File: src/rvv_other_pkg.sv
package rvv_other_pkg;

  // datapath geometry
  localparam int VLEN      = 128;
  localparam int XLEN      = 32;
  localparam int BYTE_W    = 8;
  localparam int HWORD_W   = 16;
  localparam int VLENB     = VLEN / BYTE_W;
  localparam int NUM_WORDS = VLEN / XLEN;

  typedef logic [VLEN-1:0] vreg_t;
  typedef logic [XLEN-1:0] xreg_t;
  typedef logic [3:0]      rob_tag_t;
  typedef logic [2:0]      uop_idx_t;
  typedef logic [2:0]      funct3_t;
  typedef logic [5:0]      funct6_t;
  typedef logic [4:0]      vs1_code_t;
  typedef logic [1:0]      eew_t;

  // funct3 categories
  localparam funct3_t OPIVV = 3'b000;
  localparam funct3_t OPMVV = 3'b010;
  localparam funct3_t OPIVI = 3'b011;
  localparam funct3_t OPIVX = 3'b100;
  localparam funct3_t OPMVX = 3'b110;

  // funct6 groups handled by this lane
  localparam funct6_t VWXUNARY0    = 6'b010000;
  localparam funct6_t VXUNARY0     = 6'b010010;
  localparam funct6_t VMERGE_VMV   = 6'b010111;
  localparam funct6_t VSMUL_VMVNRR = 6'b100111;

  // vs1 field sub-opcodes
  localparam vs1_code_t VMV_X_S   = 5'b00000;
  localparam vs1_code_t VZEXT_VF4 = 5'b00100;
  localparam vs1_code_t VSEXT_VF4 = 5'b00101;
  localparam vs1_code_t VZEXT_VF2 = 5'b00110;
  localparam vs1_code_t VSEXT_VF2 = 5'b00111;

  localparam eew_t EEW8  = 2'b00;
  localparam eew_t EEW16 = 2'b01;
  localparam eew_t EEW32 = 2'b10;

  // result source picked by the decoder
  typedef logic [2:0] op_sel_t;

  localparam op_sel_t OP_NONE   = 3'd0;
  localparam op_sel_t OP_MOVE   = 3'd1;
  localparam op_sel_t OP_MERGE  = 3'd2;
  localparam op_sel_t OP_WHOLE  = 3'd3;
  localparam op_sel_t OP_EXTEND = 3'd4;

  // extension unit function
  typedef logic [2:0] ext_sel_t;

  localparam ext_sel_t EXT_ZVF2  = 3'd0;
  localparam ext_sel_t EXT_SVF2  = 3'd1;
  localparam ext_sel_t EXT_ZVF4  = 3'd2;
  localparam ext_sel_t EXT_SVF4  = 3'd3;
  localparam ext_sel_t EXT_ELEM0 = 3'd4;

endpackage

File: src/rvv_elem_extend.sv
`timescale 1ns/1ps

module rvv_elem_extend (
  input  rvv_other_pkg::vreg_t    vs2_data,
  input  rvv_other_pkg::eew_t     vs2_eew,
  input  rvv_other_pkg::uop_idx_t uop_index,
  input  rvv_other_pkg::ext_sel_t ext_sel,
  output rvv_other_pkg::vreg_t    ext_data
);
  import rvv_other_pkg::*;

  logic [VLEN/2-1:0] half;
  logic [VLEN/4-1:0] quarter;
  logic              sgn;

  // source slice for this micro-op of the group
  assign half    = vs2_data[uop_index[0]*(VLEN/2) +: VLEN/2];
  assign quarter = vs2_data[uop_index[1:0]*(VLEN/4) +: VLEN/4];
  assign sgn     = (ext_sel == EXT_SVF2) || (ext_sel == EXT_SVF4);

  always_comb begin
    ext_data = '0;
    case (ext_sel)
      EXT_ZVF2, EXT_SVF2: begin
        if (vs2_eew == EEW8) begin
          for (int i = 0; i < VLENB/2; i++) begin
            ext_data[i*HWORD_W +: HWORD_W] = {{BYTE_W{sgn & half[i*BYTE_W+BYTE_W-1]}},
                                              half[i*BYTE_W +: BYTE_W]};
          end
        end else if (vs2_eew == EEW16) begin
          for (int i = 0; i < NUM_WORDS; i++) begin
            ext_data[i*XLEN +: XLEN] = {{HWORD_W{sgn & half[i*HWORD_W+HWORD_W-1]}},
                                        half[i*HWORD_W +: HWORD_W]};
          end
        end
      end
      EXT_ZVF4, EXT_SVF4: begin
        for (int i = 0; i < NUM_WORDS; i++) begin
          ext_data[i*XLEN +: XLEN] = {{(XLEN-BYTE_W){sgn & quarter[i*BYTE_W+BYTE_W-1]}},
                                      quarter[i*BYTE_W +: BYTE_W]};
        end
      end
      EXT_ELEM0: begin
        // vmv.x.s, element width from vs2
        case (vs2_eew)
          EEW8:    ext_data[BYTE_W-1:0]  = vs2_data[BYTE_W-1:0];
          EEW16:   ext_data[HWORD_W-1:0] = vs2_data[HWORD_W-1:0];
          EEW32:   ext_data[XLEN-1:0]    = vs2_data[XLEN-1:0];
          default: ;
        endcase
      end
      default: ;
    endcase
  end

  always_comb begin
    if (ext_sel == EXT_ZVF4 || ext_sel == EXT_SVF4) begin
      assert (vs2_eew == EEW8)
        else $error("vf4 extension selected with non-byte source");
    end
  end

endmodule

File: config.mk
export PLATFORM = sky130hd
export DESIGN_NAME = rvv_elem_extend
export DESIGN_NICKNAME = d
export VERILOG_FILES = /design/src/rvv_other_pkg.sv /design/src/rvv_elem_extend.sv
export SDC_FILE = /design/constraint.sdc
export NUM_CORES = 1
export LEC_CHECK = 0
export ABC_AREA = 1
export BUFFER_PORTS_ARGS = -buffer_cell sky130_fd_sc_hd__buf_4
export CORE_AREA = 2 2 102 104
export DETAILED_ROUTE_END_ITERATION = 8
export DIE_AREA = 0 0 104 106
export GPL_TIMING_DRIVEN = 0
export MAX_ROUTING_LAYER = met4
export PLACE_DENSITY_LB_ADDON = 0.2
export SLEW_MARGIN = 0
export SYNTH_ARGS = -nofsm -noshare
export SYNTH_HDL_FRONTEND = slang
export SYNTH_SLANG_ARGS = --single-unit
File: constraint.sdc
create_clock -name vclk -period 3.95
set_input_delay 0.395 -clock vclk [all_inputs]
set_output_delay 0.395 -clock vclk [all_outputs]
set_load 0.01 [all_outputs]
# Word-level counts from Yosys, hierarchy flattened
# Cells that the tools add are included.
[totals] inputBits=136 register_bits=0 output_inout_bits=128
[op_classes] muxes=7 n_shift=2 eq_ne=6 bitwise_logic=12 n_reduce_logical=7
[ops] operator="128-bit two-way mux" n=2
[ops] operator="96-bit one-hot mux with 2 select lines" n=1
[ops] operator="128-bit by 8-bit indexed part select with 32-bit output" n=1
[ops] operator="128-bit by 8-bit indexed part select with 64-bit output" n=1
[ops] operator="32-bit one-hot mux with 3 select lines" n=1
[ops] operator="16-bit two-way mux" n=1
[ops] operator="8-bit two-way mux" n=2
[ops] operator="1-bit bitwise AND" n=12
[ops] operator="3-bit by 2-bit == test with 1-bit output (second input constant)" n=2
[ops] operator="2-bit OR reduction" n=3
[ops] operator="3-bit by 1-bit == test with 1-bit output (second input constant)" n=1
[ops] operator="3-bit == test (second input constant)" n=1
[ops] operator="3-bit logical NOT" n=1
[ops] operator="3-bit OR reduction" n=1
[ops] operator="2-bit by 1-bit == test with 1-bit output (second input constant)" n=1
[ops] operator="2-bit == test (second input constant)" n=1
[ops] operator="2-bit logical NOT" n=1
[ops] operator="1-bit logical OR" n=1

# Depth between registers and ports, before layout
[logic_depth] word_depth=6 mapped_depth=11

# Worst setup path after synthesis
# Ideal clock, no wire load.
[synth_timing] path_kind="input to output" start="input uop_index[1]" end="output ext_data[121]" required_ps=3555 stages=9 t_arrival_ps=1711 path_slack_ps=1844 n_path_buf=4 cell_sequence="buf_2 -> inv_1 -> clkbuf_1 -> nand2_1 -> nand2_1 -> nand3_2 -> buf_2 -> nand2_1 -> buf_4"
[synth_between] elab_chain_cells=3
[synth_rtl] item="start, declared" line_no="rvv_elem_extend.sv:6" source="input rvv_other_pkg::uop_idx_t uop_index,"
[synth_rtl] item="128-bit by 8-bit indexed part select with 32-bit output" line_no="rvv_elem_extend.sv:18" source="assign quarter = vs2_data[uop_index[1:0]*(VLEN/4) +: VLEN/4];"
[synth_rtl] item="1-bit bitwise AND" line_no="rvv_elem_extend.sv:39" source="ext_data[i*XLEN +: XLEN] = {{(XLEN-BYTE_W){sgn & quarter[i*BYTE_W+BYTE_W-1]}},"
[synth_rtl] item="96-bit one-hot mux with 2 select lines" line_no="rvv_elem_extend.sv:23" source="case (ext_sel)"
[synth_rtl] item="end, declared" line_no="rvv_elem_extend.sv:8" source="output rvv_other_pkg::vreg_t ext_data"
# No other way between the ends.

# Worst setup path in the final report
[layout_timing] start="input vs2_eew[0]" end="output ext_data[61]"
[layout_between] elab_chain_cells=4
[layout_rtl] item="start, declared" line_no="rvv_elem_extend.sv:5" source="input rvv_other_pkg::eew_t vs2_eew,"
[layout_rtl] item="2-bit by 1-bit == test with 1-bit output" line_no="rvv_elem_extend.sv:30" source="end else if (vs2_eew == EEW16) begin"
[layout_rtl] item="128-bit two-way mux" line_no="rvv_elem_extend.sv:30"
[layout_rtl] item="128-bit two-way mux (*)" line_no="rvv_elem_extend.sv:25" source="if (vs2_eew == EEW8) begin"
[layout_rtl] item="96-bit one-hot mux with 2 select lines (*)" line_no="rvv_elem_extend.sv:23"
# Every way passes the cells marked *; elsewhere a longest branch is shown, timed or not.

==> run_results.csv <==
group,metric,value,unit
synthesis,synthDistinctLibCells,27,
power,p_total,644.0,uW
sta,finalSetupTns,0,ns
grt,grtUsageTotal,35.12,%
floorplanning,fp-row-count,37,
cts,ctsResizeCount,0,
drt,num_vias,6149,
place,place.gp.congestion,1.011,
drt,wl_per_cell,17.36,um
floorplanning,die_w,104,um
grt,grt-ovfl-total,0,
sta,tightest_slew,0.7079,ns
sta,final-hold-violation-count,0,
sta,rsz0062_at_grt,"false",
power,switching_share,55.95,%
floorplanning,die_area,11020,um2
synthesis,synthTopCellsByCount,"nand2_1 (335), nand3_1 (117), o21ai_0 (78), inv_1 (43), nor2_1 (42)",
place,port_buffers,260,
place,dp_hpwl,16680,um
drt,drt_first_pass_iters,6,
drt,drcViolationCount,0,
final_layout,nets,1167,
cts,cts_hold_buf,0,
power,p_leak,3.492,nW
floorplanning,start_util,34.95,%
synthesis,yosysTopAreaCell,"nand2_1",
drt,viasPerCell,5.296,
synthesis,ys_warn_count,0,
power,p_int,283.7,uW
final_layout,fillers,1157,
final_layout,seq_area,0,um2
final_layout,fin_area,5617,um2
sta,fin_crit_sh,70.02,%
drt,route.antenna.remaining_nets,0,
floorplanning,io_pins,264,
synthesis,syn_nets,905,
sta,maxClockFrequency,361.5,MHz
power,comb_power_share,100.0,%
synthesis,synthCells,765,
power,pwr-share-seq,0,%
sta,setup_viol,0,
synthesis,syn_area,3495,um2
grt,antenna_found_initial,0,
final_layout,antenna_cells,0,
worst_setup_path,crit_start,"vs2_eew[0]",
synthesis,syn_avg_cell_area,4.568,um2
floorplanning,design.core.area,10000,um2
final_layout,seq_cell_count,0,
place,dpl_cell_area,5617,um2
final_layout,final_util,56.17,%
min_path,worstHoldStart,"vs2_data[30]",
worst_setup_path,arrival,2.37,ns
min_path,worstHoldPathType,"primary input to output port",
worst_setup_path,path_max_fanout,10,
sta,drv_slew,0,
synthesis,synth_top_area_share,35.98,%
final_layout,area_growth,60.72,%
grt,grt_pass1_vias,5654,
synthesis,synth.area.top_cells,"nand2_1 (36%), nand3_1 (17%), o21ai_0 (11%), buf_4 (5.4%), inv_1 (4.6%)",
grt,grt_max_degree,11,
worst_setup_path,critPathCaptureType,"output port",
run,maxCapViolCount,0,
synthesis,seq_area_frac_synth,0,%
power,power.density,114.7,nW/um2
final_layout,clockBufferCount,0,
sta,finalWorstSetupSlack,1.184,ns
worst_setup_path,crit_required,3.56,ns
worst_setup_path,crit_type,"primary input to output port",
place,dpl_worst_slack,1.150,ns
power,p_sw,360.3,uW
drt,drt-initial-drc-count,515,
cts,postCtsSetupBuffers,0,
grt,grt_pass1_wl,30080,um
synthesis,synth_most_common_cell,"nand2_1",
power,ir_worst_vdd,52.51,uV
status,status,"completed",
sta,max_slew_margin,52.80,%
worst_setup_path,cp-start-kind,"primary input",
drt,routed_wirelength,20150,um
sta,period_minus_slack,2.766,ns
power,power_frac_clock,0,%
final_layout,final_layout_size_suffix_gt1_share,32.68,%
floorplanning,fp.dieH,106,um
-- worst paths after layout --
kind / end / slack, ns / cells after the start
worst max-delay path: ext_data[61] / 1.18 / 10
worst min-delay path: ext_data[30] / 1.10 / 4
-- worst max-delay path, stage by stage --
cell and delay [ns]:
buf_4 0.10, inv_1 0.05, ha_1 0.26, o21ai_2 0.46
inv_2 0.11, clkbuf_1 0.29, nand3_1 0.19, nand2_1 0.18
buf_4 0.18, buf_4 0.13
-- layer usage --
metal | track usage, % | routed length (um) | up-vias
li1 | - | - | 2979
met1 | 41.89 | 7920 | 2715
met2 | 59.16 | 9248 | 391
met3 | 5.518 | 2016 | 64
met4 | 14.58 | 969 | 0
met5 | - | 0 | -
-- power groups by stage --
stage	registers [mW]	clock network [mW]	logic [mW]
2_1_floorplan	0	0	0.308
3_3_place_gp	0	0	0.632
3_5_place_dp	0	0	0.632
4_1_cts	0	0	0.634
5_1_grt	0	0	0.694
6_report	0	0	0.644
-- logic make-up (layout without fill, tap and decap cells) --
family          Yosys count  count (layout)  share of synthesized area (%)
compound gates          121             121                          19.69
fa+ha+maj                 4               4                          1.432
buf+inv                 124             384                          16.83
simple gates            516             516                          62.05
-- placed cells by master (no fill, tap or decap) --
master	netlist	routed
a21boi_0	8	8
a21oi_1	4	4
a31oi_1	7	7
buf_1	3	3
buf_2	22	22
buf_4	25	285
clkbuf_1	24	24
clkbuf_2	1	1
clkinv_1	1	1
ha_1	4	4
inv_1	43	43
inv_2	5	5
nand2_1	335	335
nand3_1	117	117
nand3_2	3	3
nand4_1	1	1
nor2_1	42	42
nor2_2	1	1
nor2_4	2	2
nor3_1	1	1
nor3_4	1	1
o211ai_1	17	17
o21ai_0	78	78
o21ai_1	2	2
o21ai_2	2	2
o22ai_1	3	3
or2_2	13	13
-- stage by stage --
stage | std cells | hold WS, ns
global placement | 1161 | 1.101
detailed placement | 1161 | 1.103
finish | 1161 | 1.101
floorplan | 765 | 0.9349
global route | 1161 | 1.123
CTS | 1161 | 1.103
-- layout make-up --
class                           instances  area (um2)  area share, %
Buffer                                 75       404.1          7.195
Multi-Input combinational cell        641        2907          51.75
Timing Repair Buffer                  260        1952          34.75
Inverter                               49       183.9          3.275
Tap cell                              136       170.2          3.030
Power figures use the tool's default switching activity.
