`src/rvv_other_pkg.sv`:
```
package rvv_other_pkg;

  // datapath geometry
  localparam int VLEN      = 128;
  localparam int XLEN      = 32;
  localparam int BYTE_W    = 8;
  localparam int HWORD_W   = 16;
  localparam int VLENB     = VLEN / BYTE_W;
  localparam int NUM_WORDS = VLEN / XLEN;

  typedef logic [VLEN-1:0] vreg_t;
  typedef logic [XLEN-1:0] xreg_t;
  typedef logic [3:0]      rob_tag_t;
  typedef logic [2:0]      uop_idx_t;
  typedef logic [2:0]      funct3_t;
  typedef logic [5:0]      funct6_t;
  typedef logic [4:0]      vs1_code_t;
  typedef logic [1:0]      eew_t;

  // funct3 categories
  localparam funct3_t OPIVV = 3'b000;
  localparam funct3_t OPMVV = 3'b010;
  localparam funct3_t OPIVI = 3'b011;
  localparam funct3_t OPIVX = 3'b100;
  localparam funct3_t OPMVX = 3'b110;

  // funct6 groups handled by this lane
  localparam funct6_t VWXUNARY0    = 6'b010000;
  localparam funct6_t VXUNARY0     = 6'b010010;
  localparam funct6_t VMERGE_VMV   = 6'b010111;
  localparam funct6_t VSMUL_VMVNRR = 6'b100111;

  // vs1 field sub-opcodes
  localparam vs1_code_t VMV_X_S   = 5'b00000;
  localparam vs1_code_t VZEXT_VF4 = 5'b00100;
  localparam vs1_code_t VSEXT_VF4 = 5'b00101;
  localparam vs1_code_t VZEXT_VF2 = 5'b00110;
  localparam vs1_code_t VSEXT_VF2 = 5'b00111;

  localparam eew_t EEW8  = 2'b00;
  localparam eew_t EEW16 = 2'b01;
  localparam eew_t EEW32 = 2'b10;

  // result source picked by the decoder
  typedef logic [2:0] op_sel_t;

  localparam op_sel_t OP_NONE   = 3'd0;
  localparam op_sel_t OP_MOVE   = 3'd1;
  localparam op_sel_t OP_MERGE  = 3'd2;
  localparam op_sel_t OP_WHOLE  = 3'd3;
  localparam op_sel_t OP_EXTEND = 3'd4;

  // extension unit function
  typedef logic [2:0] ext_sel_t;

  localparam ext_sel_t EXT_ZVF2  = 3'd0;
  localparam ext_sel_t EXT_SVF2  = 3'd1;
  localparam ext_sel_t EXT_ZVF4  = 3'd2;
  localparam ext_sel_t EXT_SVF4  = 3'd3;
  localparam ext_sel_t EXT_ELEM0 = 3'd4;

endpackage

```
`src/rvv_other_decode.sv`:
```
`timescale 1ns/1ps

module rvv_other_decode (
  input  logic                     uop_valid,
  input  rvv_other_pkg::funct3_t   funct3,
  input  rvv_other_pkg::funct6_t   funct6,
  input  rvv_other_pkg::vs1_code_t vs1_code,
  input  logic                     vm,
  input  rvv_other_pkg::eew_t      vd_eew,
  input  rvv_other_pkg::eew_t      vs2_eew,
  input  logic                     v0_valid,
  input  logic                     vs1_valid,
  input  logic                     vs2_valid,
  input  logic                     rs1_valid,
  output logic                     fire,
  output rvv_other_pkg::op_sel_t   op_sel,
  output rvv_other_pkg::ext_sel_t  ext_sel,
  output logic                     src1_from_scalar,
  output rvv_other_pkg::eew_t      splat_eew,
  output logic                     splat_elem0
);
  import rvv_other_pkg::*;

  always_comb begin
    fire             = 1'b0;
    op_sel           = OP_NONE;
    ext_sel          = EXT_ELEM0;
    src1_from_scalar = 1'b0;
    splat_eew        = vd_eew;
    splat_elem0      = 1'b0;

    case (funct3)
      OPIVV, OPIVX, OPIVI: begin
        if (funct6 == VMERGE_VMV) begin
          // vm set means plain vmv.v, else vmerge
          src1_from_scalar = (funct3 != OPIVV);
          op_sel           = vm ? OP_MOVE : OP_MERGE;
          splat_eew        = vm ? vd_eew : vs2_eew;
          fire = uop_valid & (src1_from_scalar ? rs1_valid : vs1_valid)
                 & (vm | (vs2_valid & v0_valid));
        end else if (funct6 == VSMUL_VMVNRR && funct3 == OPIVI) begin
          op_sel = OP_WHOLE;
          fire   = uop_valid & vm & vs2_valid;
        end
      end
      OPMVV: begin
        if (funct6 == VXUNARY0) begin
          case (vs1_code)
            VZEXT_VF2, VSEXT_VF2: begin
              op_sel  = OP_EXTEND;
              ext_sel = (vs1_code == VZEXT_VF2) ? EXT_ZVF2 : EXT_SVF2;
              fire    = uop_valid & ~vs1_valid & vs2_valid
                        & ((vs2_eew == EEW8) | (vs2_eew == EEW16));
            end
            VZEXT_VF4, VSEXT_VF4: begin
              op_sel = OP_EXTEND;
              // quad widening only exists from bytes
              if (vs2_eew == EEW8) begin
                ext_sel = (vs1_code == VZEXT_VF4) ? EXT_ZVF4 : EXT_SVF4;
              end
              fire = uop_valid & ~vs1_valid & vs2_valid & (vs2_eew == EEW8);
            end
            default: ;
          endcase
        end else if (funct6 == VWXUNARY0 && vs1_code == VMV_X_S) begin
          op_sel = OP_EXTEND;
          fire   = uop_valid & vm & vs2_valid;
        end
      end
      OPMVX: begin
        if (funct6 == VWXUNARY0) begin
          // vmv.s.x writes element 0 only
          op_sel           = OP_MOVE;
          src1_from_scalar = 1'b1;
          splat_elem0      = 1'b1;
          fire             = uop_valid & vm & rs1_valid;
        end
      end
      default: ;
    endcase
  end

  always_comb begin
    if (fire && src1_from_scalar) begin
      assert (splat_eew inside {EEW8, EEW16, EEW32})
        else $error("scalar form fires with illegal element width %0d", splat_eew);
    end
  end

endmodule

```
`config.mk`:
```
export PLATFORM = sky130hd
export DESIGN_NAME = rvv_other_decode
export DESIGN_NICKNAME = d
export VERILOG_FILES = /design/src/rvv_other_pkg.sv /design/src/rvv_other_decode.sv
export SDC_FILE = /design/constraint.sdc
export NUM_CORES = 1
export LEC_CHECK = 0
export BUFFER_PORTS_ARGS = -buffer_cell sky130_fd_sc_hd__buf_2
export CAP_MARGIN = 20
export CELL_PAD_IN_SITES_DETAIL_PLACEMENT = 1
export CELL_PAD_IN_SITES_GLOBAL_PLACEMENT = 1
export CORE_AREA = 2 2 42 44
export DETAILED_ROUTE_END_ITERATION = 12
export DIE_AREA = 0 0 44 46
export GPL_TIMING_DRIVEN = 0
export PLACE_DENSITY = 0.92
export SLEW_MARGIN = 20
export SYNTH_ARGS = -nofsm -noshare
export SYNTH_HDL_FRONTEND = slang
export SYNTH_SLANG_ARGS = --single-unit
```
`constraint.sdc`:
```
create_clock -name vclk -period 1.6
set_clock_uncertainty 0.15 [all_clocks]
set_input_delay 0.08 -clock vclk [all_inputs]
set_output_delay 0.08 -clock vclk [all_outputs]
set_load 0.01 [all_outputs]
```
== Yosys cells after proc, flatten, opt, wreduce, memory -nomap -nowiden ==
Cells that the tools add are included.

* Output and inout port bits: 11
* Word-level logic and storage cells: 65
* Input port bits: 24
* Register bits: 0

* Reduce and logical (&&, ||, !) cells: 10
* Muxes and demuxes: 29
* Equality and inequality tests: 13
* Bitwise logic cells: 13

{| class="wikitable"
|+ Operators by type and width
! cell !! number
|-
| $eq A5 B3 Y1 const B || 4
|-
| $eq A6 B5 Y1 const B || 3
|-
| $mux W3 || 6
|-
| $mux W1 || 12
|-
| $mux W2 || 6
|-
| $and A1 B1 Y1 || 10
|-
| $pmux W3 S3 || 1
|-
| $eq A3 B2 Y1 const B || 2
|-
| $eq A3 B3 Y1 const B || 2
|-
| $eq A6 B6 Y1 const B || 1
|-
| $pmux W3 S2 || 1
|-
| $logic_not A5 Y1 || 1
|-
| $pmux W1 S2 || 2
|-
| $reduce_or A2 Y1 || 2
|-
| $reduce_or A4 Y1 || 1
|-
| $logic_not A3 Y1 || 1
|-
| $pmux W1 S3 || 1
|-
| $reduce_bool A3 Y1 || 1
|-
| $reduce_or A3 Y1 || 1
|-
| $eq A2 B1 Y1 const B || 1
|-
| $logic_and A1 B1 Y1 || 2
|-
| $logic_not A2 Y1 || 1
|-
| $or A1 B1 Y1 || 2
|-
| $not A1 Y1 || 1
|}

== Longest topological paths before layout ==
* Depth after elaboration: 7
* Depth in mapped cells: 5
* Gate-level depth less buffers: 4

== Worst setup path before layout ==
OpenSTA, ideal clock, no wires.

* Path kind: input to output
* Start point: input port funct3[0]
* End point: output port fire
* Setup slack: -0.053 ns
* Buffers on the path: 0
* Stages on the path: 4
* Data arrival time: 1.423 ns
* Data required time: 1.370 ns
* Path through: or4b_1 > a2111oi_0 > a311oi_1 > o311ai_1

* Word-level cells in the longest chain between the ends: 6
* Elaborated cells between the ends (all ways): 14

{| class="wikitable"
|+ Ends and longest elaborated chain
! what !! RTL line !! text
|-
| start: declaration || rvv_other_decode.sv:5 || <nowiki>input rvv_other_pkg::funct3_t funct3,</nowiki>
|-
| $reduce_bool A3 Y1 || rvv_other_decode.sv:36 || <nowiki>src1_from_scalar = (funct3 != OPIVV);</nowiki>
|-
| $mux W1 || rvv_other_decode.sv:39 || <nowiki>fire = uop_valid & (src1_from_scalar ? rs1_valid : vs1_valid)</nowiki>
|-
| $and A1 B1 Y1 || rvv_other_decode.sv:39 ||
|-
| $and A1 B1 Y1 || rvv_other_decode.sv:40 || <nowiki>& (vm | (vs2_valid & v0_valid));</nowiki>
|-
| $mux W1 || rvv_other_decode.sv:34 || <nowiki>if (funct6 == VMERGE_VMV) begin</nowiki>
|-
| $pmux W1 S3 * || rvv_other_decode.sv:32 || <nowiki>case (funct3)</nowiki>
|-
| end: declaration || rvv_other_decode.sv:15 || <nowiki>output logic fire,</nowiki>
|}

Every way passes the cells marked *; elsewhere a longest branch is shown, timed or not.

== Final worst setup path ==
* Start point: input port funct3[1]
* End point: output port fire

The elaborated chain is that of the path after synthesis.

==> run summary <==
The area growth from synthesis to layout came out at 123%. The final-layout fill cell count came out at 202. The number of input and output port buffers inserted is 35. The count of nets left with antenna violations once routing finished came out at 0.

The final estimated routing congestion in global placement came out at 0.696. Setup repair after global routing could not meet its margin everywhere. The cell depth of the worst hold path came out at 3. The DRC violation total after the first TritonRoute iteration is 10. The post-synthesis cell count came out at 50. The worst hold path terminates at op_sel[2].

The clock network burns 0% of the power. The largest driver fanout on the critical path came out at 3. The leading cell type in the layout, fill and taps excluded is sky130_fd_sc_hd__buf_2. The minimum clock period after layout came out at 1790 ps.

Of the total power, the share spent switching nets is between 40% and 50%. The height of the die came out at 46 um. The worst setup path is of the input pin to output port kind. Data on the critical path is required at its endpoint by between 1000 and 1500 ps. The cell internal power dissipation came out at 67.2 uW. The die covers 0.00202 mm2. The HPWL reported at the end of detailed placement came out at 1.26 mm. The worst setup path is launched from an input pin. The max-slew violation total from the final report is 0. The area share of the leading cell type in the synthesized netlist came out at 7.53%.

The routed via count is 584. The number of distinct standard cells referenced by the synthesized netlist is 32. The row count came out at 15. For this design the static power due to leakage is roughly 0.34 nW. The number of detailed-route iterations in the first pass came out at 4.

The Yosys step of the flow raised 0 warnings. The number of antenna diodes in the final layout is 0. The multi-input combinational cells in the finished layout cover a total of ~460 um2. The count of clock-net buffers in the final layout is 0. Ranked by total cell area, the synthesized netlist is headed by sky130_fd_sc_hd__a2111oi_0, sky130_fd_sc_hd__mux2_1, sky130_fd_sc_hd__nand4bb_1.

The slew at the pin with the worst max-slew slack is slightly above 700 ps. The net switching power came out at about 66 uW. STA classifies the critical path endpoint as an output port. The count of final setup violators came out at 4.

The combinational cell fraction of total power came out at 100.0%. The arrival time of the worst setup path came out at 1560 ps. The run finished, with violations left. The worst-case vdd ir drop came out at 0.0883 mV. The wire length of the first global-routing pass is 2.66 mm. The worst hold path belongs to the class input pin to output port. Hold is met by slightly above 300 ps.

The total power divided by cell area is between 150 and 200 mW/mm2. The routed length per instance came out at 16.8 um. The maximum number of pins on one net before global-route repair came out at 9. The initial core utilization came out at 21.6%. The post-route clock period utilization is 112%. The number of nets produced by synthesis came out at 74. The final standard cell utilization of the core is about half. After synthesis the cells add up to 349 um2. The core region area is 0.00161 mm2.

The residual overflow from global routing is 0. Static timing analysis puts the maximum clock frequency at ~0.56 GHz. The total global routing track utilization came out at 17.1%. The number of global-route vias before repair came out at 603.

The worst-case headroom to the max-slew limit came out at 51.5%. The number of remaining DRC errors is 0. The chip width came out at 44 um.

The ratio of routed vias to standard cells is 5.41. The final reports fail on setup timing. The sequential cells in the finished layout cover a total of 0 um2.

The number of antenna violations at the first check in global routing came out at 0. In the layout the commonest cells are sky130_fd_sc_hd__buf_2, sky130_fd_sc_hd__buf_6, sky130_fd_sc_hd__buf_4. In this run, flip-flops and latches consume 0% of the power. The number of top-level pins came out at 35. The total routed wirelength came out at between 1.5 and 2 mm. The sequential cell count of the final layout came out at 0. The final worst slack came out at -187 ps.

The hold violation total from the final report came to 0. The cell taking the most area after synthesis is sky130_fd_sc_hd__a2111oi_0. The post-synthesis area per instance is roughly 7 um2. Cells with a size suffix above 1 make up 65.9% of the layout. After routing, the total negative slack on setup checks comes to -423 ps. The share of synthesized area occupied by flip-flops and latches is 0%. The final net count came out at 117. The max-capacitance violation count came out at 0. In this run the most critical hold path is launched from funct3[2].
[logic make-up (layout without fill, tap and decap cells)]
| family | after synthesis | in the layout | synth area share, % |
|---|---|---|---|
| buffers and inverters | 5 | 46 | 5.37 |
| muxes | 3 | 3 | 9.68 |
| and+or+nand+nor | 29 | 29 | 54.5 |
| AOI/OAI and AO/OA | 13 | 13 | 30.5 |
[critical path, cell delays in order]
cell and delay [ps]:
sky130_fd_sc_hd__buf_8 100, sky130_fd_sc_hd__or4b_4 570, sky130_fd_sc_hd__a2111oi_4 340, sky130_fd_sc_hd__a311oi_2 90, sky130_fd_sc_hd__o311ai_2 210, sky130_fd_sc_hd__buf_2 170
[per-stage QoR]
| stage | total power, mW | setup WS [ps] | std cells | instance area, um2 |
|---|---|---|---|---|
| floorplan | 0.0319 | -43.9 | 50 | 364 |
| global placement | 0.0810 | -299 | 102 | 561 |
| detailed placement | 0.0853 | -344 | 102 | 561 |
| CTS | 0.122 | -221 | 108 | 736 |
| global route | 0.143 | -258 | 108 | 779 |
| finish | 0.133 | -187 | 108 | 779 |
[power by group through the flow]
stage                     logic, mW  registers (mW)  clock network, mW
final                         0.133               0                  0
after global routing          0.143               0                  0
after CTS                     0.122               0                  0
after detailed placement     0.0853               0                  0
after global placement       0.0810               0                  0
after floorplan              0.0319               0                  0
[what timing repair did]
| item | in CTS | in global routing |
|---|---|---|
| endpoints found under the setup margin | 7 | 10 |
| gates resized for setup | 26 | 10 |
| buffers inserted | 7 | 0 |
| gates cloned | 0 | 0 |
| hold buffers | 0 | 0 |
| pin swaps | 10 | 4 |
[layer usage]
layer	wire [um]	vias up	GRT usage, %
met1	795	285	21.4
met2	966	12	32.6
met4	0	0	3.03
li1	-	287	-
met3	53	0	0.397
met5	0	-	0
[cell usage after synthesis (all sizes together)]
cell,instances
nor2,5
inv,4
a2111oi,3
mux2,3
nor3,3
nand2,2
nand2b,2
nand4bb,2
nor4,2
nor4b,2
o21bai,2
or2,2
or3,2
a211oi,1
a21oi,1
a22o,1
a311oi,1
and3b,1
clkbuf,1
nand3,1
nand3b,1
nand4,1
nand4b,1
nor3b,1
o21ai,1
o311ai,1
o31ai,1
o32ai,1
or4b,1
[worst max path at each step]
stage	from	end	slack, ps
floorplan	funct3[0]	fire	-40
global placement	funct3[0]	fire	-300
finish	funct3[1]	fire	-190
detailed placement	funct3[0]	fire	-340
CTS	funct3[1]	fire	-220
global route	funct3[0]	fire	-260
[layout make-up]
cell class                 instances  share of cell area, %
multi-input combinational         45                   59.2
timing repair buffer              42                   36.1
tap                               17                   2.73
inverter                           4                   1.93
Note: power is estimated with default switching activity, not from simulation.
