===== src/rvv_other_pkg.sv =====
package rvv_other_pkg;

  // datapath geometry
  localparam int VLEN      = 128;
  localparam int XLEN      = 32;
  localparam int BYTE_W    = 8;
  localparam int HWORD_W   = 16;
  localparam int VLENB     = VLEN / BYTE_W;
  localparam int NUM_WORDS = VLEN / XLEN;

  typedef logic [VLEN-1:0] vreg_t;
  typedef logic [XLEN-1:0] xreg_t;
  typedef logic [3:0]      rob_tag_t;
  typedef logic [2:0]      uop_idx_t;
  typedef logic [2:0]      funct3_t;
  typedef logic [5:0]      funct6_t;
  typedef logic [4:0]      vs1_code_t;
  typedef logic [1:0]      eew_t;

  // funct3 categories
  localparam funct3_t OPIVV = 3'b000;
  localparam funct3_t OPMVV = 3'b010;
  localparam funct3_t OPIVI = 3'b011;
  localparam funct3_t OPIVX = 3'b100;
  localparam funct3_t OPMVX = 3'b110;

  // funct6 groups handled by this lane
  localparam funct6_t VWXUNARY0    = 6'b010000;
  localparam funct6_t VXUNARY0     = 6'b010010;
  localparam funct6_t VMERGE_VMV   = 6'b010111;
  localparam funct6_t VSMUL_VMVNRR = 6'b100111;

  // vs1 field sub-opcodes
  localparam vs1_code_t VMV_X_S   = 5'b00000;
  localparam vs1_code_t VZEXT_VF4 = 5'b00100;
  localparam vs1_code_t VSEXT_VF4 = 5'b00101;
  localparam vs1_code_t VZEXT_VF2 = 5'b00110;
  localparam vs1_code_t VSEXT_VF2 = 5'b00111;

  localparam eew_t EEW8  = 2'b00;
  localparam eew_t EEW16 = 2'b01;
  localparam eew_t EEW32 = 2'b10;

  // result source picked by the decoder
  typedef logic [2:0] op_sel_t;

  localparam op_sel_t OP_NONE   = 3'd0;
  localparam op_sel_t OP_MOVE   = 3'd1;
  localparam op_sel_t OP_MERGE  = 3'd2;
  localparam op_sel_t OP_WHOLE  = 3'd3;
  localparam op_sel_t OP_EXTEND = 3'd4;

  // extension unit function
  typedef logic [2:0] ext_sel_t;

  localparam ext_sel_t EXT_ZVF2  = 3'd0;
  localparam ext_sel_t EXT_SVF2  = 3'd1;
  localparam ext_sel_t EXT_ZVF4  = 3'd2;
  localparam ext_sel_t EXT_SVF4  = 3'd3;
  localparam ext_sel_t EXT_ELEM0 = 3'd4;

endpackage


===== src/rvv_scalar_splat.sv =====
`timescale 1ns/1ps

module rvv_scalar_splat (
  input  rvv_other_pkg::xreg_t rs1_data,
  input  rvv_other_pkg::eew_t  splat_eew,
  input  logic                 splat_elem0,
  output rvv_other_pkg::vreg_t splat_data
);
  import rvv_other_pkg::*;

  // one word lane of the replicated scalar
  xreg_t lane;
  // element 0 alone, zero above
  xreg_t elem;

  always_comb begin
    case (splat_eew)
      EEW8: begin
        lane = {(XLEN/BYTE_W){rs1_data[BYTE_W-1:0]}};
        elem = xreg_t'(rs1_data[BYTE_W-1:0]);
      end
      EEW16: begin
        lane = {(XLEN/HWORD_W){rs1_data[HWORD_W-1:0]}};
        elem = xreg_t'(rs1_data[HWORD_W-1:0]);
      end
      EEW32: begin
        lane = rs1_data;
        elem = rs1_data;
      end
      default: begin
        lane = '0;
        elem = '0;
      end
    endcase
  end

  assign splat_data = splat_elem0 ? vreg_t'(elem) : {NUM_WORDS{lane}};

endmodule


===== config.mk =====
export PLATFORM = sky130hd
export DESIGN_NAME = rvv_scalar_splat
export DESIGN_NICKNAME = d
export VERILOG_FILES = /design/src/rvv_other_pkg.sv /design/src/rvv_scalar_splat.sv
export SDC_FILE = /design/constraint.sdc
export NUM_CORES = 1
export LEC_CHECK = 0
export BUFFER_PORTS_ARGS = -buffer_cell sky130_fd_sc_hd__buf_2
export CORE_MARGIN = 3
export CORE_UTILIZATION = 35
export DETAILED_ROUTE_END_ITERATION = 16
export GPL_TIMING_DRIVEN = 0
export PLACE_DENSITY_LB_ADDON = 0.08
export SLEW_MARGIN = 20
export SYNTH_ARGS = -nofsm -noshare
export SYNTH_HDL_FRONTEND = slang
export SYNTH_SLANG_ARGS = --single-unit

===== constraint.sdc =====
create_clock -name vclk -period 1.14
set_input_delay 0.057 -clock vclk [all_inputs]
set_output_delay 0.057 -clock vclk [all_outputs]
set_load 0.005 [all_outputs]

== After elaboration in Yosys (flattened, before gate mapping) ==
Cells that the tools add are included.

* Bits in registers: 0
* Output and inout bits: 128

* Equality and inequality tests: 2
* Multiplexer cells: 3
* Reduce and logical (&&, ||, !) cells: 1

{| class="wikitable"
|+ Operators by type and width
! operator !! number
|-
| 32-bit case mux with 3 select lines || 2
|-
| 128-bit two-way mux || 1
|-
| 2-bit by 1-bit == test with 1-bit output, second input constant || 1
|-
| 2-bit == test, second input constant || 1
|-
| 2-bit zero test || 1
|}

== Depth between registers and ports, before layout ==
Gate-level depths: netlist of run 1.

* Word-level depth: 3
* Mapped depth: 5
* Depth with buffers taken out: 2

== Worst setup path after synthesis of run 1 ==
No wires, ideal clock.

* Path kind: input port to output port
* Start point: input port splat_eew[0]
* End point: output port splat_data[111]
* Data arrival time: 0.949 ns
* Required time: 1.083 ns
* Path slack: 0.134 ns
* Stages on the path: 5
* Path through: buf_2 > buf_4 > mux2i_1 > o22ai_1 > buf_4

* Word-level cells in the longest chain between the ends: 3
* Elaborated cells on any way between the ends: 5

{| class="wikitable"
|+ RTL lines
! element !! line !! RTL
|-
| start, declared || rvv_scalar_splat.sv:5 || <nowiki>input rvv_other_pkg::eew_t splat_eew,</nowiki>
|-
| 2-bit == test (tied with other cells) || rvv_scalar_splat.sv:17 || <nowiki>case (splat_eew)</nowiki>
|-
| 32-bit case mux with 3 select lines (*) || rvv_scalar_splat.sv:17 ||
|-
| 128-bit two-way mux (*) || rvv_scalar_splat.sv:37 || <nowiki>assign splat_data = splat_elem0 ? vreg_t'(elem) : {NUM_WORDS{lane}};</nowiki>
|-
| end, declared || rvv_scalar_splat.sv:7 || <nowiki>output rvv_other_pkg::vreg_t splat_data</nowiki>
|}

Mark *: on every way between the ends. The rest lies on a longest branch, timed or not.

== Final worst setup path of run 1 ==
* Start point: input port splat_elem0
* End point: output port splat_data[105]

* Word-level cells in the longest chain between the ends: 1

{| class="wikitable"
|+ RTL lines
! element !! line !! RTL
|-
| start, declared || rvv_scalar_splat.sv:6 || <nowiki>input logic splat_elem0,</nowiki>
|-
| 128-bit two-way mux || rvv_scalar_splat.sv:37 ||
|}

Every way passes these cells.

==> results of run 1 <==
[report_power, final]
group | internal (mW) | switching, mW
clock | 0 | 0
sequential | 0 | 0
combinational | 0.632 | 0.510
[Yosys cell counts]
cell | number | share of area, %
buf_2 | 6 | 2.2
o22ai_1 | 16 | 7.4
or2_1 | 1 | 0.46
o21ai_0 | 9 | 3.3
buf_4 | 66 | 36
mux2i_1 | 8 | 5.9
buf_6 | 2 | 1.7
nor2_1 | 8 | 2.2
o21ai_1 | 7 | 2.6
and2_1 | 9 | 4.1
or2_0 | 1 | 0.46
nand3b_1 | 24 | 13
nand2b_1 | 16 | 7.4
o221ai_1 | 8 | 5.1
clkbuf_1 | 8 | 2.2
nand2_1 | 9 | 2.5
a21oi_1 | 8 | 2.9
[per-stage QoR]
stage | std cells | hold WS [ns] | setup slack [ns] | util (%)
4_1_cts | 417 | 0.447 | 0.00878 | 69.4
3_3_place_gp | 416 | 0.441 | -0.166 | 60.1
2_1_floorplan | 206 | 0.224 | 0.134 | -
3_5_place_dp | 416 | 0.442 | -0.169 | 60.1
5_1_grt | 418 | 0.475 | -0.0188 | 72.4
6_report | 418 | 0.460 | 0.0394 | 72.4
[path summary, 6_finish.rpt]
path,startpoint,to,depth (start not counted)
worst max-delay path,splat_elem0,splat_data[105],6
worst min-delay path,rs1_data[6],splat_data[6],3
[metal layers]
layer	GRT usage (%)	share of wire, %	up-vias
li1	-	-	987
met1	29.6	40	910
met2	41.9	51	106
met3	2.30	9.2	0
met4	0.496	0	0
met5	0	0	-
[cell families after synthesis]
kind of cell	after synthesis	synth area share (%)
AO/OA/AOI/OAI	48	21.3
multiplexers	8	5.88
AND/OR/NAND/NOR	68	30.3
buffers and inverters	82	42.5
[what timing repair did]
action	in CTS	in global routing
hold buffers	0	0
setup buffers	1	4
resized for setup	62	33
pin swaps	2	11
cloned	1	1
endpoints found under the setup margin	77	68
[critical path, cell delays in order]
cell	delay (ns)
buf_6	0.11
or2_4	0.30
clkbuf_16	0.18
o22ai_4	0.18
buf_4	0.13
buf_2	0.09
[final cells by class]
class | count | area [um2]
plain buffers | 77 | 628
fillers | 325 | 1030
multi-input cells | 124 | 1070
well taps | 48 | 60.1
repair buffers | 169 | 926
==> impl_metrics.toml, run 1 <==
[outcome]
outcome = "complete, no violations"

[sta]
maxSlewHeadroom_pct = 71.8
final-max-slew-violation-count = 0
finalHoldViolCount = 0
period_share_pct = 96.5
worstMarginPinSlew_ns = 0.423
fin_setup_tns_ns = 0
period_minus_slack_ns = 1.10
setup_viol = 0
clock.fmax_ghz = 0.909

[floorplan]
core-area_um2 = 3720
initial_core_util_pct = 36.6
die_w_um = 68.4
io_pins = 163
die_y_um = 68.4
die_area_um2 = 4670
placementRows = 22

[worst_hold_path]
hold_class = "primary input to output pin"

[pwr]
leakagePower_nw = 1.51
power_mw = 1.14
ir_drop_mv = 0.261
p_per_area_nw_per_um2 = 425

[routing]
drt-initial-drc-count = 85
totalWireLength_um = 5790
vias = 2003
drc_errors = 0
vias_per_cell = 4.79
wire_per_inst_um = 13.9
detail-route-antenna-nets = 0
dr.pass1.iters = 4

[cells_and_area]
finalInstanceArea_um2 = 2690
seq_cell_count = 0
syn2layout_area_growth_pct = 97.5
seq_area_um2 = 0
nClkBuffers = 0
fin_nets = 407
final_cell_mix = "160 x buf_2, 64 x buf_4, 24 x nand3b_1"
n_antenna_cell = 0
drive_gt1_share_pct = 75.7
final_common_cell = "buf_2"

[global_routing]
grtUsageTotal_pct = 22.6
grt_pass1_vias = 1755
antenna_found_initial = 0
grt_max_degree = 11
grt_pass1_wl_um = 8330
grt_overflow_total = 0

[synthesis]
synth.yosys.seq_area_share_pct = 0
syn_area_um2 = 1360
yosys_warnings = 0
ys_types = 17
syn_nets = 241
postSynthAreaPerCell_um2 = 6.61
syn_inst = 206

[place]
placed_area_um2 = 2230
port_buffers = 162
gp_congestion = 0.814
dp_hpwl_um = 4550

[critical_path]
critPathKind = "primary input to output pin"
path_max_fanout = 7
worstPathArrival_ns = 1.04
startpoint_type = "primary input"
endpoint_kind = "output pin"
required_ns = 1.08

[run]
drv_cap = 0
Note: power is estimated with default switching activity, not from simulation.
==> run 2, diff against run 1 <==
--- a/config.mk
+++ b/config.mk
@@ -6,11 +6,11 @@
 export NUM_CORES = 1
 export LEC_CHECK = 0
 export BUFFER_PORTS_ARGS = -buffer_cell sky130_fd_sc_hd__buf_2
-export CORE_MARGIN = 3
+export CORE_MARGIN = 5
 export CORE_UTILIZATION = 35
 export DETAILED_ROUTE_END_ITERATION = 16
 export GPL_TIMING_DRIVEN = 0
-export PLACE_DENSITY_LB_ADDON = 0.08
+export PLACE_DENSITY = 0.93
 export SLEW_MARGIN = 20
 export SYNTH_ARGS = -nofsm -noshare
 export SYNTH_HDL_FRONTEND = slang
==> impl_metrics.toml, run 2 (synthesis gave the netlist of run 1 again) <==
[outcome]
outcome = "complete, no violations"

[clock_network]
hold_buffers = 0

[routing]
vias_per_cell = 5.20
detail-route-antenna-nets = 0
drc_errors = 0
totalWireLength_um = 7170
vias = 2180
dr.pass1.iters = 5
wire_per_inst_um = 17.1
drt-initial-drc-count = 109

[global_routing]
grt_max_degree = 11
grt_pass1_wl_um = 10400
grtUsageTotal_pct = 24.2
antenna_found_initial = 0
grt_pass1_vias = 2248
grt_overflow_total = 0

[place]
gp_congestion = 0.820
place_ws_ns = -0.212
port_buffers = 162
dp_hpwl_um = 5150

[sta]
rsz0062_at_grt = "yes"
period_minus_slack_ns = 1.13
final-max-slew-violation-count = 0
worstMarginPinSlew_ns = 0.485
worst_slack_ns = 0.0102
finalHoldViolCount = 0
clock.fmax_ghz = 0.885
period_share_pct = 99.1
setup_viol = 0
maxSlewHeadroom_pct = 67.7

[cells_and_area]
drive_gt1_share_pct = 75.2
final_util_pct = 73.7
syn2layout_area_growth_pct = 101
n_antenna_cell = 0
final_common_cell = "buf_2"
nClkBuffers = 0
num-fill-cells = 311
seq_area_um2 = 0
seq_cell_count = 0
final_cell_mix = "157 x buf_2, 65 x buf_4, 24 x nand3b_1"
fin_nets = 408

[critical_path]
path_delay_family = "buffers and inverters"
slowest_delay_ns = 0.29
critPathMostFrequentCell = "buf_4"
worst-path-buf-inv = 4
cpMaxStageDelayCell = "or2_4"
required_ns = 1.08
cp_cell_sequence = "buf_4 -> or2_4 -> buf_12 -> o22ai_2 -> buf_4 -> buf_2"
startpoint_type = "primary input"
critPathKind = "primary input to output pin"
path_max_fanout = 7
worstPathArrival_ns = 1.07
endpoint_kind = "output pin"

[run]
drv_cap = 0

[floorplan]
core-area_um2 = 3720
placementRows = 22
die_w_um = 72.4
io_pins = 163
die_y_um = 72.4
initial_core_util_pct = 36.6
die_area_um2 = 5240

[pwr]
leakagePower_nw = 1.53
p_per_area_nw_per_um2 = 439
ir_drop_mv = 0.246

[worst_hold_path]
hold_class = "primary input to output pin"
-- run 2: cell count changes in the layout (fill, tap and decap cells not counted) --
cell       before  now
buf_2         160  157
buf_6          12   15
nor2_1          5    8
nor2_2          3    0
and2_1          9    8
and2_2          0    1
buf_12          2    3
buf_4          64   65
buf_8           1    0
clkbuf_16       1    2
clkbuf_4        3    2
o22ai_2         8    7
o22ai_4         8    9
-- run 2: report_power, final --
group          total, mW  leakage, nW  internal, mW  switching, mW
Sequential             0            0             0              0
Combinational       1.20         1.53         0.651          0.552
Clock                  0            0             0              0
Total               1.20         1.53         0.651          0.552
-- run 2: path summary, 6_finish.rpt --
path / startpoint / endpoint / slack [ns] / cells past startpoint
max: splat_eew[1] / splat_data[121] / 0.01 / 6
min: rs1_data[16] / splat_data[16] / 0.47 / 4
-- run 2: repair_timing --
action / 4_1_cts / 5_1_grt
setup endpoints to repair: 93 / 54
buffers inserted: 1 / 3
cloned: 1 / 2
resized for setup: 65 / 32
pin swaps: 1 / 14
-- run 2: metal layers --
layer	vias to the layer above	GRT usage (%)	part of all wire, %
met4	0	6.05	0.98
met2	150	47.4	55
li1	997	-	-
met3	9	2.35	8.8
met1	1024	27.3	35
met5	-	0	0
-- run 2: through the flow --
step / cell area, um2 / instances / hold slack, ns / power [mW] / TNS, ns
6_report: 2740 / 419 / 0.470 / 1.20 / 0
4_1_cts: 2570 / 416 / 0.456 / 1.12 / -0.111
3_3_place_gp: 2230 / 416 / 0.442 / 0.930 / -7.05
5_1_grt: 2740 / 419 / 0.505 / 1.29 / -0.129
2_1_floorplan: 1360 / 206 / 0.224 / 0.518 / 0
3_5_place_dp: 2230 / 416 / 0.443 / 0.948 / -9.97
-- run 2: final cells by class --
cell class	instances	area (um2)	share of cell area (%)
tap	48	60.1	2.19
timing repair buffer	169	952	34.8
multi-input combinational	124	1080	39.3
buffer	78	651	23.8
==> run 3, diff against run 2 <==
==> constraint.sdc (replaced) <==
create_clock -name vclk -period 1.14
set_input_delay 0.057 -clock vclk [all_inputs]
set_output_delay 0.057 -clock vclk [all_outputs]
set_load 0.05 [all_outputs]
==> impl_metrics.toml, run 3 <==
[outcome]
outcome = "aborted with a tool error"
haltStage = "clock tree synthesis"
error = "[ERROR DPL-0033] detailed placement checks failed during check placement."

[synthesis]
postSynthAreaPerCell_um2 = 6.61
syn_nets = 241
syn_area_um2 = 1360
yosysTopAreaCellShare_pct = 36.4
ys_types = 17
yosys_warnings = 0
yosys-top-cells-count = "66 x buf_4, 24 x nand3b_1, 16 x nand2b_1, 16 x o22ai_1"
syn_inst = 206
yosysMostFrequentCell = "buf_4"
synth.yosys.seq_area_share_pct = 0
synth_top_area_cell = "buf_4"
synth_area_leaders = "buf_4 36%, nand3b_1 13%, nand2b_1 7.4%, o22ai_1 7.4%, mux2i_1 5.9%"

[floorplan]
placementRows = 22
die_w_um = 72.4
io_pins = 163
initial_core_util_pct = 36.6
die_y_um = 72.4

[clock_network]
cts_resized = 180
post_cts_buffers = 8
hold_buffers = 0

[place]
gp_congestion = 0.878
dp_hpwl_um = 5520
port_buffers = 162
-- run 3: cell counts after synthesis --
No cell type changed its count.
-- run 3: logic make-up after synthesis --
family / synth area share [%]
simple gates: 30.3
compound gates: 21.3
mux: 5.88
buf+inv: 42.5
-- run 3: through the flow --
stage,utilization [%],hold WS (ns),instances,area (um2),setup WS [ns]
2_1_floorplan,-,0.338,206,2040,-0.272
3_3_place_gp,78.2,0.564,416,2910,-0.355
3_5_place_dp,78.2,0.567,416,2910,-0.368
==> run 4, diff against run 3 <==
--- a/config.mk
+++ b/config.mk
@@ -10,7 +10,7 @@
 export CORE_UTILIZATION = 35
 export DETAILED_ROUTE_END_ITERATION = 16
 export GPL_TIMING_DRIVEN = 0
-export PLACE_DENSITY = 0.93
+export PLACE_DENSITY_LB_ADDON = 0.15
 export SLEW_MARGIN = 20
 export SYNTH_ARGS = -nofsm -noshare
 export SYNTH_HDL_FRONTEND = slang
==> impl_metrics.toml, run 4 <==
[outcome]
outcome = "aborted with a tool error"
haltStage = "clock tree synthesis"
error = "[ERROR DPL-0033] detailed placement checks failed during check placement."

[synthesis]
postSynthAreaPerCell_um2 = 6.61
syn_inst = 206
syn_nets = 241
yosys-top-cells-count = "66 x buf_4, 24 x nand3b_1, 16 x nand2b_1, 16 x o22ai_1"
synth_top_area_cell = "buf_4"
synth_area_leaders = "buf_4 36%, nand3b_1 13%, nand2b_1 7.4%, o22ai_1 7.4%, mux2i_1 5.9%"
yosysMostFrequentCell = "buf_4"
ys_types = 17
synth.yosys.seq_area_share_pct = 0
yosys_warnings = 0
yosysTopAreaCellShare_pct = 36.4
syn_area_um2 = 1360

[floorplan]
die_y_um = 72.4
placementRows = 22
die_w_um = 72.4
initial_core_util_pct = 36.6
io_pins = 163

[clock_network]
post_cts_buffers = 11
hold_buffers = 0
cts_resized = 184

[place]
dp.cells = 416
place_ws_ns = -0.374
dp_hpwl_um = 5280
port_buffers = 162
gp_congestion = 0.852
[run 4: kinds of logic after synthesis]
kind of cell | share of synthesized area [%]
AOI/OAI and AO/OA | 21.3
and+or+nand+nor | 30.3
muxes | 5.88
buffers and inverters | 42.5
[run 4: per-stage QoR]
stage | area, um2 | setup TNS (ns)
detailed placement | 2910 | -21.62
global placement | 2910 | -19.55
floorplan | 2040 | -9.81
